File: src/design/rp_pkg.sv
// Shared constants and types for the single-domain ADC to DAC data path.
// Imported by every RTL module and by the testbench. Holds the register map,
// the AXI4-Lite channel structs and the slope conversion used on both sides.
package rp_pkg;

  ////////////////////////////////////////
  // Widths
  ////////////////////////////////////////

  localparam int ADC_RAW_W = 16;  // Pin word, two reserved LSBs
  localparam int SMP_W     = 14;  // Converter resolution
  localparam int AXI_AW    = 8;
  localparam int AXI_DW    = 32;

  typedef logic signed [SMP_W-1:0] sample_t;

  // Both channels side by side, A in the upper half
  typedef struct packed {
    sample_t ch_a;
    sample_t ch_b;
  } sample_pair_t;

  typedef enum logic {
    MODE_PASS = 1'b0,  // Mixer value straight out
    MODE_AVG  = 1'b1   // Moving average over the window
  } out_mode_e;

  ////////////////////////////////////////
  // Register map and bus
  ////////////////////////////////////////

  typedef enum logic [AXI_AW-1:0] {
    REG_ID      = 8'h00,  // Read only
    REG_CTRL    = 8'h04,  // Loop and output modes
    REG_LEVEL_A = 8'h08,
    REG_LEVEL_B = 8'h0C
  } reg_addr_e;

  typedef struct packed {
    logic      digital_loop;
    out_mode_e mode_a;
    out_mode_e mode_b;
    sample_t   level_a;  // Stands in for generator plus controller
    sample_t   level_b;
  } cfg_t;

  // Master driven side
  typedef struct packed {
    logic                awvalid;
    logic [AXI_AW-1:0]   awaddr;
    logic                wvalid;
    logic [AXI_DW-1:0]   wdata;
    logic [AXI_DW/8-1:0] wstrb;
    logic                bready;
    logic                arvalid;
    logic [AXI_AW-1:0]   araddr;
    logic                rready;
  } axil_req_t;

  // Slave driven side
  typedef struct packed {
    logic              awready;
    logic              wready;
    logic              bvalid;
    logic [1:0]        bresp;
    logic              arready;
    logic              rvalid;
    logic [AXI_DW-1:0] rdata;
    logic [1:0]        rresp;
  } axil_rsp_t;

  localparam logic [1:0] RESP_OKAY   = 2'b00;
  localparam logic [1:0] RESP_SLVERR = 2'b10;

  // Negative slope <-> two's complement, same operation both ways
  function automatic sample_t flip_slope(input logic [SMP_W-1:0] code);
    return sample_t'({code[SMP_W-1], ~code[SMP_W-2:0]});
  endfunction

endpackage

File: src/design/adc_frontend.sv
// Input register stage of the fast path.
// Drops the reserved low bits of each ADC word and turns the negative-slope
// code into two's complement. In loopback the mixer result is taken instead
// of the pins, so the whole chain can be exercised without analog input.
module adc_frontend import rp_pkg::*; (
  input  logic                 adc_clk,
  input  logic                 adc_rstn,
  input  logic [ADC_RAW_W-1:0] adc_dat_a_i,  // Raw pin word, channel A
  input  logic [ADC_RAW_W-1:0] adc_dat_b_i,  // Raw pin word, channel B
  input  cfg_t                 cfg_i,
  input  sample_pair_t         mix_smp_i,    // Loopback source
  output sample_pair_t         adc_smp_o
);

  ////////////////////////////////////////
  // Pin decode
  ////////////////////////////////////////

  sample_pair_t pin_smp;  // Converted pin data
  sample_pair_t smp_q;

  // Top 14 bits only, then sign kept and rest inverted
  assign pin_smp.ch_a = flip_slope(adc_dat_a_i[ADC_RAW_W-1 -: SMP_W]);
  assign pin_smp.ch_b = flip_slope(adc_dat_b_i[ADC_RAW_W-1 -: SMP_W]);

  ////////////////////////////////////////
  // Sample register
  ////////////////////////////////////////

  always_ff @(posedge adc_clk) begin
    if (!adc_rstn) begin
      smp_q <= '0;
    end else if (cfg_i.digital_loop) begin
      smp_q <= mix_smp_i;  // Previous cycle's mixer output
    end else begin
      smp_q <= pin_smp;
    end
  end

  assign adc_smp_o = smp_q;

  // Clean start for the mixer and the average history
  a_zero_after_reset: assert property (
    @(posedge adc_clk) !adc_rstn |=> (adc_smp_o == '0)
  ) else $error("adc_frontend: sample not cleared by reset");

endmodule

File: src/design/axil_regs.sv
// AXI4-Lite register slave for the data path.
// Holds the identification word, control bits and the two level registers.
// Write and read channels run independently, one outstanding response each.
// Unknown addresses and writes to the ID word answer with SLVERR.
module axil_regs import rp_pkg::*; #(
  parameter logic [AXI_DW-1:0] ID_VALUE = 32'h5250_0001
) (
  input  logic      adc_clk,
  input  logic      adc_rstn,
  input  axil_req_t axil_req_i,
  output axil_rsp_t axil_rsp_o,
  output cfg_t      cfg_o
);

  cfg_t              cfg_q;
  logic              bvalid_q;
  logic [1:0]        bresp_q;
  logic              rvalid_q;
  logic [AXI_DW-1:0] rdata_q;
  logic [1:0]        rresp_q;

  logic              wr_take;  // Address and data taken this cycle
  logic              wr_ok;
  logic              rd_take;
  logic              rd_ok;
  logic [AXI_DW-1:0] rd_word;

  ////////////////////////////////////////
  // Write channel
  ////////////////////////////////////////

  // Both halves together, only when no response is waiting
  assign wr_take = axil_req_i.awvalid & axil_req_i.wvalid & ~bvalid_q;
  assign wr_ok   = axil_req_i.awaddr inside {REG_CTRL, REG_LEVEL_A, REG_LEVEL_B};

  always_ff @(posedge adc_clk) begin
    if (!adc_rstn) begin
      cfg_q    <= '0;  // Loop off, pass mode, zero levels
      bvalid_q <= 1'b0;
    end else if (wr_take) begin
      bvalid_q <= 1'b1;
      case (axil_req_i.awaddr)
        REG_CTRL: begin
          cfg_q.digital_loop <= axil_req_i.wdata[0];
          cfg_q.mode_a       <= out_mode_e'(axil_req_i.wdata[1]);
          cfg_q.mode_b       <= out_mode_e'(axil_req_i.wdata[2]);
        end
        REG_LEVEL_A: cfg_q.level_a <= axil_req_i.wdata[SMP_W-1:0];  // Low bits only
        REG_LEVEL_B: cfg_q.level_b <= axil_req_i.wdata[SMP_W-1:0];
        default: ;  // ID and holes left alone
      endcase
    end else if (bvalid_q && axil_req_i.bready) begin
      bvalid_q <= 1'b0;
    end
  end

  always_ff @(posedge adc_clk) begin
    if (wr_take) begin
      bresp_q <= wr_ok ? RESP_OKAY : RESP_SLVERR;
    end
  end

  ////////////////////////////////////////
  // Read channel
  ////////////////////////////////////////

  assign rd_take = axil_req_i.arvalid & ~rvalid_q;

  // Read mux
  always_comb begin
    rd_word = '0;
    rd_ok   = 1'b1;
    case (axil_req_i.araddr)
      REG_ID:      rd_word = ID_VALUE;
      REG_CTRL:    rd_word = {{(AXI_DW-3){1'b0}}, cfg_q.mode_b, cfg_q.mode_a,
                              cfg_q.digital_loop};
      REG_LEVEL_A: rd_word = {{(AXI_DW-SMP_W){cfg_q.level_a[SMP_W-1]}}, cfg_q.level_a};
      REG_LEVEL_B: rd_word = {{(AXI_DW-SMP_W){cfg_q.level_b[SMP_W-1]}}, cfg_q.level_b};
      default:     rd_ok   = 1'b0;  // Reads back zero
    endcase
  end

  always_ff @(posedge adc_clk) begin
    if (!adc_rstn) begin
      rvalid_q <= 1'b0;
    end else if (rd_take) begin
      rvalid_q <= 1'b1;
    end else if (axil_req_i.rready) begin
      rvalid_q <= 1'b0;
    end
  end

  always_ff @(posedge adc_clk) begin
    if (rd_take) begin
      rdata_q <= rd_word;
      rresp_q <= rd_ok ? RESP_OKAY : RESP_SLVERR;
    end
  end

  ////////////////////////////////////////
  // Outputs
  ////////////////////////////////////////

  assign axil_rsp_o.awready = wr_take;  // Single cycle pulse
  assign axil_rsp_o.wready  = wr_take;
  assign axil_rsp_o.bvalid  = bvalid_q;
  assign axil_rsp_o.bresp   = bresp_q;
  assign axil_rsp_o.arready = ~rvalid_q;
  assign axil_rsp_o.rvalid  = rvalid_q;
  assign axil_rsp_o.rdata   = rdata_q;
  assign axil_rsp_o.rresp   = rresp_q;

  assign cfg_o = cfg_q;

  a_bvalid_hold: assert property (
    @(posedge adc_clk) disable iff (!adc_rstn)
    bvalid_q && !axil_req_i.bready |=> bvalid_q
  ) else $error("axil_regs: write response dropped before bready");

  a_rdata_hold: assert property (
    @(posedge adc_clk) disable iff (!adc_rstn)
    rvalid_q && !axil_req_i.rready |=> rvalid_q && $stable(rdata_q)
  ) else $error("axil_regs: read data changed under back-pressure");

endmodule

File: src/design/dac_mixer.sv
// Mixer stage between the ADC front end and the DAC output side.
// Adds the per-channel level register to each sample, saturates the 15-bit
// sum back to 14 bits and registers the result. The output also feeds the
// front end for digital loopback.
module dac_mixer import rp_pkg::*; (
  input  logic         adc_clk,
  input  logic         adc_rstn,
  input  cfg_t         cfg_i,
  input  sample_pair_t adc_smp_i,
  output sample_pair_t mix_smp_o
);

  // Clamp to the 14-bit range when the two top bits disagree
  function automatic sample_t sat14(input logic signed [SMP_W:0] s);
    return (s[SMP_W] ^ s[SMP_W-1]) ? sample_t'({s[SMP_W], {(SMP_W-1){~s[SMP_W]}}})
                                   : s[SMP_W-1:0];
  endfunction

  ////////////////////////////////////////
  // Sum and saturation
  ////////////////////////////////////////

  logic signed [SMP_W:0] sum_a;  // One guard bit
  logic signed [SMP_W:0] sum_b;
  sample_pair_t          mix_q;

  assign sum_a = (SMP_W+1)'(adc_smp_i.ch_a) + (SMP_W+1)'(cfg_i.level_a);
  assign sum_b = (SMP_W+1)'(adc_smp_i.ch_b) + (SMP_W+1)'(cfg_i.level_b);

  always_ff @(posedge adc_clk) begin
    if (!adc_rstn) begin
      mix_q <= '0;
    end else begin
      mix_q.ch_a <= sat14(sum_a);
      mix_q.ch_b <= sat14(sum_b);
    end
  end

  assign mix_smp_o = mix_q;

  ////////////////////////////////////////
  // Checks
  ////////////////////////////////////////

  // Output sign follows the true sum, so no wrap-around ever leaks out
  a_no_wrap: assert property (
    @(posedge adc_clk) disable iff (!adc_rstn)
    $past(adc_rstn) |->
      (mix_smp_o.ch_a[SMP_W-1] == $past(sum_a[SMP_W])) &&
      (mix_smp_o.ch_b[SMP_W-1] == $past(sum_b[SMP_W]))
  ) else $error("dac_mixer: output sign disagrees with the unclamped sum");

endmodule

File: src/design/dac_output.sv
// DAC output stage.
// Each channel keeps a moving-average history of 2^AVG_LOG2 samples and a
// running sum that adds the newest sample and drops the oldest. The channel
// mode picks the plain mixer sample or the averaged one, which is turned back
// into negative-slope form and registered for the DAC pins.
module dac_output import rp_pkg::*; #(
  parameter int AVG_LOG2 = 6  // Window of 2..256 samples
) (
  input  logic             adc_clk,
  input  logic             adc_rstn,
  input  cfg_t             cfg_i,
  input  sample_pair_t     mix_smp_i,
  output logic [SMP_W-1:0] dac_a_o,  // Negative-slope code
  output logic [SMP_W-1:0] dac_b_o
);

  localparam int DEPTH = 2 ** AVG_LOG2;
  localparam int SUM_W = SMP_W + AVG_LOG2;  // Room for a full window

  ////////////////////////////////////////
  // Channel arrays
  ////////////////////////////////////////

  sample_t              smp_in [2];
  out_mode_e            mode   [2];
  logic [SMP_W-1:0]     dac_q  [2];
  logic [AVG_LOG2-1:0]  wr_idx;  // Shared by both histories

  assign smp_in[0] = mix_smp_i.ch_a;
  assign smp_in[1] = mix_smp_i.ch_b;
  assign mode[0]   = cfg_i.mode_a;
  assign mode[1]   = cfg_i.mode_b;

  // Wraps naturally at the window size
  always_ff @(posedge adc_clk) begin
    if (!adc_rstn) begin
      wr_idx <= '0;
    end else begin
      wr_idx <= wr_idx + 1'b1;
    end
  end

  ////////////////////////////////////////
  // Per-channel average and output
  ////////////////////////////////////////

  for (genvar ch = 0; ch < 2; ch++) begin : g_ch
    sample_t [DEPTH-1:0]     hist;   // Last DEPTH samples
    logic signed [SUM_W-1:0] sum_q;
    logic signed [SUM_W-1:0] sum_d;  // Sum including this cycle's sample
    sample_t                 avg;
    sample_t                 sel;

    // New in, oldest out
    assign sum_d = sum_q + SUM_W'(smp_in[ch]) - SUM_W'(hist[wr_idx]);

    // Upper bits are the arithmetic shift by AVG_LOG2
    assign avg = sum_d[SUM_W-1:AVG_LOG2];

    assign sel = (mode[ch] == MODE_AVG) ? avg : smp_in[ch];

    // History runs in both modes, so a switch to averaging is seamless
    always_ff @(posedge adc_clk) begin
      if (!adc_rstn) begin
        hist  <= '0;
        sum_q <= '0;
      end else begin
        hist[wr_idx] <= smp_in[ch];
        sum_q        <= sum_d;
      end
    end

    always_ff @(posedge adc_clk) begin
      if (!adc_rstn) begin
        dac_q[ch] <= flip_slope('0);  // DAC idles at mid code
      end else begin
        dac_q[ch] <= flip_slope(sel);
      end
    end
  end

  assign dac_a_o = dac_q[0];
  assign dac_b_o = dac_q[1];

endmodule

File: src/design/rp_dsp_top.sv
// Top level of the fast analog data path, all in the ADC clock domain.
// Input side is the ADC front end and the register block, the mixer adds the
// level registers, the output side averages and formats for the DAC.
// Pin to DAC latency is three cycles in pass mode.
module rp_dsp_top import rp_pkg::*; #(
  parameter logic [AXI_DW-1:0] ID_VALUE = 32'h5250_0001,
  parameter int                AVG_LOG2 = 6  // 64-sample window
) (
  input  logic                 adc_clk,
  input  logic                 adc_rstn,
  input  logic [ADC_RAW_W-1:0] adc_dat_a_i,
  input  logic [ADC_RAW_W-1:0] adc_dat_b_i,
  input  axil_req_t            axil_req_i,
  output axil_rsp_t            axil_rsp_o,
  output logic [SMP_W-1:0]     dac_a_o,
  output logic [SMP_W-1:0]     dac_b_o
);

  cfg_t         cfg;
  sample_pair_t adc_smp;  // Front end to mixer
  sample_pair_t mix_smp;  // Mixer to output side and loopback

  axil_regs #(.ID_VALUE(ID_VALUE)) axil_regs_i (
    .adc_clk    (adc_clk),
    .adc_rstn   (adc_rstn),
    .axil_req_i (axil_req_i),
    .axil_rsp_o (axil_rsp_o),
    .cfg_o      (cfg)
  );

  adc_frontend adc_frontend_i (
    .adc_clk     (adc_clk),
    .adc_rstn    (adc_rstn),
    .adc_dat_a_i (adc_dat_a_i),
    .adc_dat_b_i (adc_dat_b_i),
    .cfg_i       (cfg),
    .mix_smp_i   (mix_smp),
    .adc_smp_o   (adc_smp)
  );

  dac_mixer dac_mixer_i (
    .adc_clk   (adc_clk),
    .adc_rstn  (adc_rstn),
    .cfg_i     (cfg),
    .adc_smp_i (adc_smp),
    .mix_smp_o (mix_smp)
  );

  dac_output #(.AVG_LOG2(AVG_LOG2)) dac_output_i (
    .adc_clk   (adc_clk),
    .adc_rstn  (adc_rstn),
    .cfg_i     (cfg),
    .mix_smp_i (mix_smp),
    .dac_a_o   (dac_a_o),
    .dac_b_o   (dac_b_o)
  );

endmodule

File: config.mk
export PLATFORM = sky130hd
export DESIGN_NAME = rp_dsp_top
export DESIGN_NICKNAME = d
export VERILOG_FILES = /design/src/design/rp_pkg.sv /design/src/design/adc_frontend.sv /design/src/design/axil_regs.sv /design/src/design/dac_mixer.sv /design/src/design/dac_output.sv /design/src/design/rp_dsp_top.sv
export SDC_FILE = /design/constraint.sdc
export NUM_CORES = 2
export LEC_CHECK = 0
export BUFFER_PORTS_ARGS = -buffer_cell sky130_fd_sc_hd__buf_2
export CAP_MARGIN = 5
export CORE_MARGIN = 2
export CORE_UTILIZATION = 55
export CTS_BUF_LIST = sky130_fd_sc_hd__clkbuf_4 sky130_fd_sc_hd__clkbuf_8
export CTS_CLUSTER_DIAMETER = 30
export DETAILED_ROUTE_END_ITERATION = 12
export PLACE_DENSITY = 0.71
export SYNTH_ARGS = -nofsm -noshare
export SYNTH_HDL_FRONTEND = slang
export SYNTH_SLANG_ARGS = --single-unit
File: constraint.sdc
create_clock -name adc_clk -period 10.3 [get_ports adc_clk]
set_clock_uncertainty 0.15 [all_clocks]
set_input_delay 0.515 -clock adc_clk [delete_from_list [all_inputs] [get_ports adc_clk]]
set_output_delay 0.515 -clock adc_clk [all_outputs]
set_load 0.005 [all_outputs]
==> impl_metrics.tcl <==
set metrics [dict create \
    synth_xor_area_share_pct 0.527 \
    cts_sinks 1972 \
    place.gp.congestion 1.02 \
    worstSetupPathType "flop to flop" \
    drt_iter0_markers 12600 \
    final_layout_size_suffix_gt1_share_pct 13.3 \
    max_stage_delay_ps 850 \
    ys_warn_count 0 \
    wl_mm 340 \
    final_util_pct 62.6 \
    port_buffers 131 \
    sequentialPowerShare_pct 38.9 \
    yosysMostFrequentCell "nand2_1" \
    p_leak_uw 0.0337 \
    antenna_found_initial 26 \
    crit_required_ps 11060 \
    hold_buffers 72 \
    vias 84500 \
    cellPowerDensity_mw_per_mm2 204 \
    fin_crit_sh_pct 75.8 \
    initial_core_util_pct 55.5 \
    seq_area_frac_synth_pct 45.0 \
    synth_top_family_by_area "simple AND/OR/NAND/NOR gates" \
    synthCells 11100 \
    synth_edf_count 17 \
    synth_fa_ha_area_share_pct 1.92 \
    register_area_mm2 0.0398 \
    fmax_mhz 128 \
    power.switching_uw 5640 \
    postCtsSetupBuffers 0 \
    grt.total_usage_pct 40.3 \
    path_cells "buf_12 > nor2_4 > buf_4 > buf_4 > a221oi_2 > a21oi_1 > a211oi_1 > o22ai_1 > or4_1 > fa_1 > inv_1 > ha_1 > a21o_1 > a2111oi_0 > o211ai_1 > o211ai_1 > a22oi_1 > xnor2_1 > o31ai_1" \
    finalPower_uw 20300 \
    die_y_um 404 \
    clk_pin_slew_worst_paths_ps 50 \
    cts_buffers 424 \
    die-width_um 404 \
    die_area_mm2 0.163 \
    switching_share_pct 27.8 \
    nets 11100 \
    gr-total-overflow 0 \
    cts_max_level 5 \
    post_cts_resized 0 \
    synth_simple_gate_area_share_pct 19.7 \
    synth_top_area_share_pct 44.4 \
    syn_avg_cell_area_um2 7.93 \
    ant_nets 0 \
    cp.arrival_ps 8570 \
    muxShareOfSynthArea_pct 7.91 \
    startpoint_type "flop" \
    synth_compound_area_share_pct 18.9 \
    dp_hpwl_mm 192 \
    maxCapViolations 0 \
    hold_path_depth 4 \
    slew_headroom_pct 3.99 \
    rows 146 \
    netlist_top_cells_count "nand2_1, a21oi_1, dfxtp_1" \
    dr.pass1.iters 8 \
    clk-insertion-delay-late_ps 1120 \
    core_mm2 0.159 \
    finalSetupTns_ps 0 \
    synthArstFlopShare_pct 0 \
    clockPowerShare_pct 48.1 \
    synth_area_mm2 0.0882 \
    setup_viol 0 \
    status "finished, final reports clean" \
    cts_tree "yes" \
    fin_cells 13400 \
    clock-root-buffer "clkbuf_8" \
    min_path_type "input port to flop" \
    grt_pass1_wl_mm 498 \
    p_int_uw 14700 \
    synth_seq_cells 1972 \
    crit_family "compound AO/OA/AOI/OAI gates" \
    synth_cell_type_count 85 \
    area_delta_synth_final_pct 12.7 \
    hold_violations 0 \
    ioPinCount 160 \
    grt_pass1_vias 80000 \
    post-route-min-period_ps 7810 \
    rsz0062_at_grt "false" \
    clk_path_buf_depth 4 \
    slowest_stage "a211oi_1" \
    combPwrFrac_pct 13.0 \
    path_buf_inv 4 \
    grt_max_degree 229 \
    num-fill-cells 13500 \
    synth_area_leaders "dfxtp_1, nand2_1, a21oi_1" \
    multiInputGateArea_mm2 0.0434 \
    ys.flop_type "dfxtp_1" \
    drc_errors 0 \
    wl_per_cell_um 25.4 \
    reg2reg_depth 19 \
    dp.cells 12500 \
    crit_path_end_kind "flop" \
    yosysTopAreaCell "dfxtp_1" \
    maxSlewViolCount 0 \
    vdd_drop_max_uv 154 \
    tightest_slew_ps 1440 \
    vias_per_cell 6.32 \
    crit_fanout 109 \
    cp.depth 19 \
]
[placed cells by master, fill, tap and decap left out, types with 72 or more instances in the layout]
| cell type | count |
|---|---|
| nand2_1 | 3743 |
| a21oi_1 | 2116 |
| dfxtp_1 | 1923 |
| clkbuf_8 | 522 |
| nor2_1 | 343 |
| mux2i_1 | 267 |
| buf_4 | 188 |
| a221oi_1 | 156 |
| inv_1 | 153 |
| mux4_2 | 144 |
| o21ai_0 | 132 |
| buf_2 | 131 |
| a22oi_1 | 129 |
| o22ai_1 | 78 |
| clkinv_2 | 78 |
| dlygate4sd3_1 | 72 |
[registers in the layout, summed over array words and instances (netlist names)]
| signal | flops |
|---|---|
| axil_regs_i.bvalid_q | 1 |
| dac_output_i.wr_idx | 6 |
| dac_output_i.g_ch.sum_q | 40 |
| axil_regs_i.rdata_q | 15 |
| axil_regs_i.cfg_o | 31 |
| adc_frontend_i.adc_smp_o | 28 |
| axil_regs_i.rvalid_q | 1 |
| dac_output_i.dac_q | 28 |
| axil_regs_i.bresp_q | 1 |
| dac_mixer_i.mix_smp_o | 28 |
| dac_output_i.g_ch.hist | 1792 |
| axil_regs_i.rresp_q | 1 |
[worst paths after layout]
check | start | to | slack, ps
max | dac_output_i.wr_idx[2] | dac_output_i.dac_q[0][13] | 2490
min | axil_req_i[27] | axil_regs_i.cfg_o[26] | 80
max reg2reg | dac_output_i.wr_idx[2] | dac_output_i.dac_q[0][13] | 2490
min reg2reg | dac_output_i.g_ch[0].hist[662] | dac_output_i.g_ch[0].hist[662] | 300
[cell families (layout without fill, tap and decap cells)]
family	Yosys count	in the layout
DFF	1972	1972
muxes	503	503
buffers and inverters	1153	1322
AOI/OAI and AO/OA	2919	2919
and+or+nand+nor	4398	4398
other	1	21
xor gates and xnor gates	53	53
adders and majority gates	111	111
[power groups by stage]
stage | clock network [uW] | logic (uW) | registers, uW
floorplan | 0 | 1860 | 7950
CTS | 9760 | 2530 | 7880
global route | 10200 | 2810 | 7890
global placement | 0 | 2480 | 8040
finish | 9770 | 2640 | 7890
detailed placement | 0 | 2500 | 8040
[metal layers]
layer,GRT usage (%),up-vias,part of all wire (%)
met4,27.3,14,7.6
met2,59.7,5827,42
met3,13.4,1475,14
met5,0,-,0.024
li1,-,37300,-
met1,49.6,39900,36
[area by class of cell]
| cell class | instances | share of cell area [%] |
|---|---|---|
| Timing Repair Buffer | 405 | 3.08 |
| Clock inverter | 174 | 2.22 |
| Clock buffer | 588 | 7.73 |
| Sequential cell | 1972 | 40.0 |
| Multi-Input combinational cell | 7986 | 43.7 |
| Inverter | 155 | 0.596 |
| Tap cell | 2072 | 2.61 |
| Antenna cell | 19 | 0.0479 |
[through the flow]
step | hold slack, ps | instance area (um^2) | setup slack [ps]
floorplan | 281 | 88200 | 5560
detailed placement | 294 | 88700 | 2990
finish | 83.7 | 99400 | 2490
global route | 84.6 | 99300 | 2410
global placement | 288 | 88700 | 3180
CTS | 41.9 | 99300 | 2970
[worst reg2reg max path, cell delays in order, from the launching register on]
cell and delay [ps]:
dfxtp_4 750, buf_12 590, nor2_4 90, buf_4 300, buf_4 330, a221oi_2 270, a21oi_1 70, a211oi_1 850
o22ai_1 520, or4_1 710, fa_1 560, inv_1 60, ha_1 280, a21o_1 190, a2111oi_0 760, o211ai_1 360
o211ai_1 270, a22oi_1 100, xnor2_1 330, o31ai_1 100
Power figures use the tool's default switching activity.
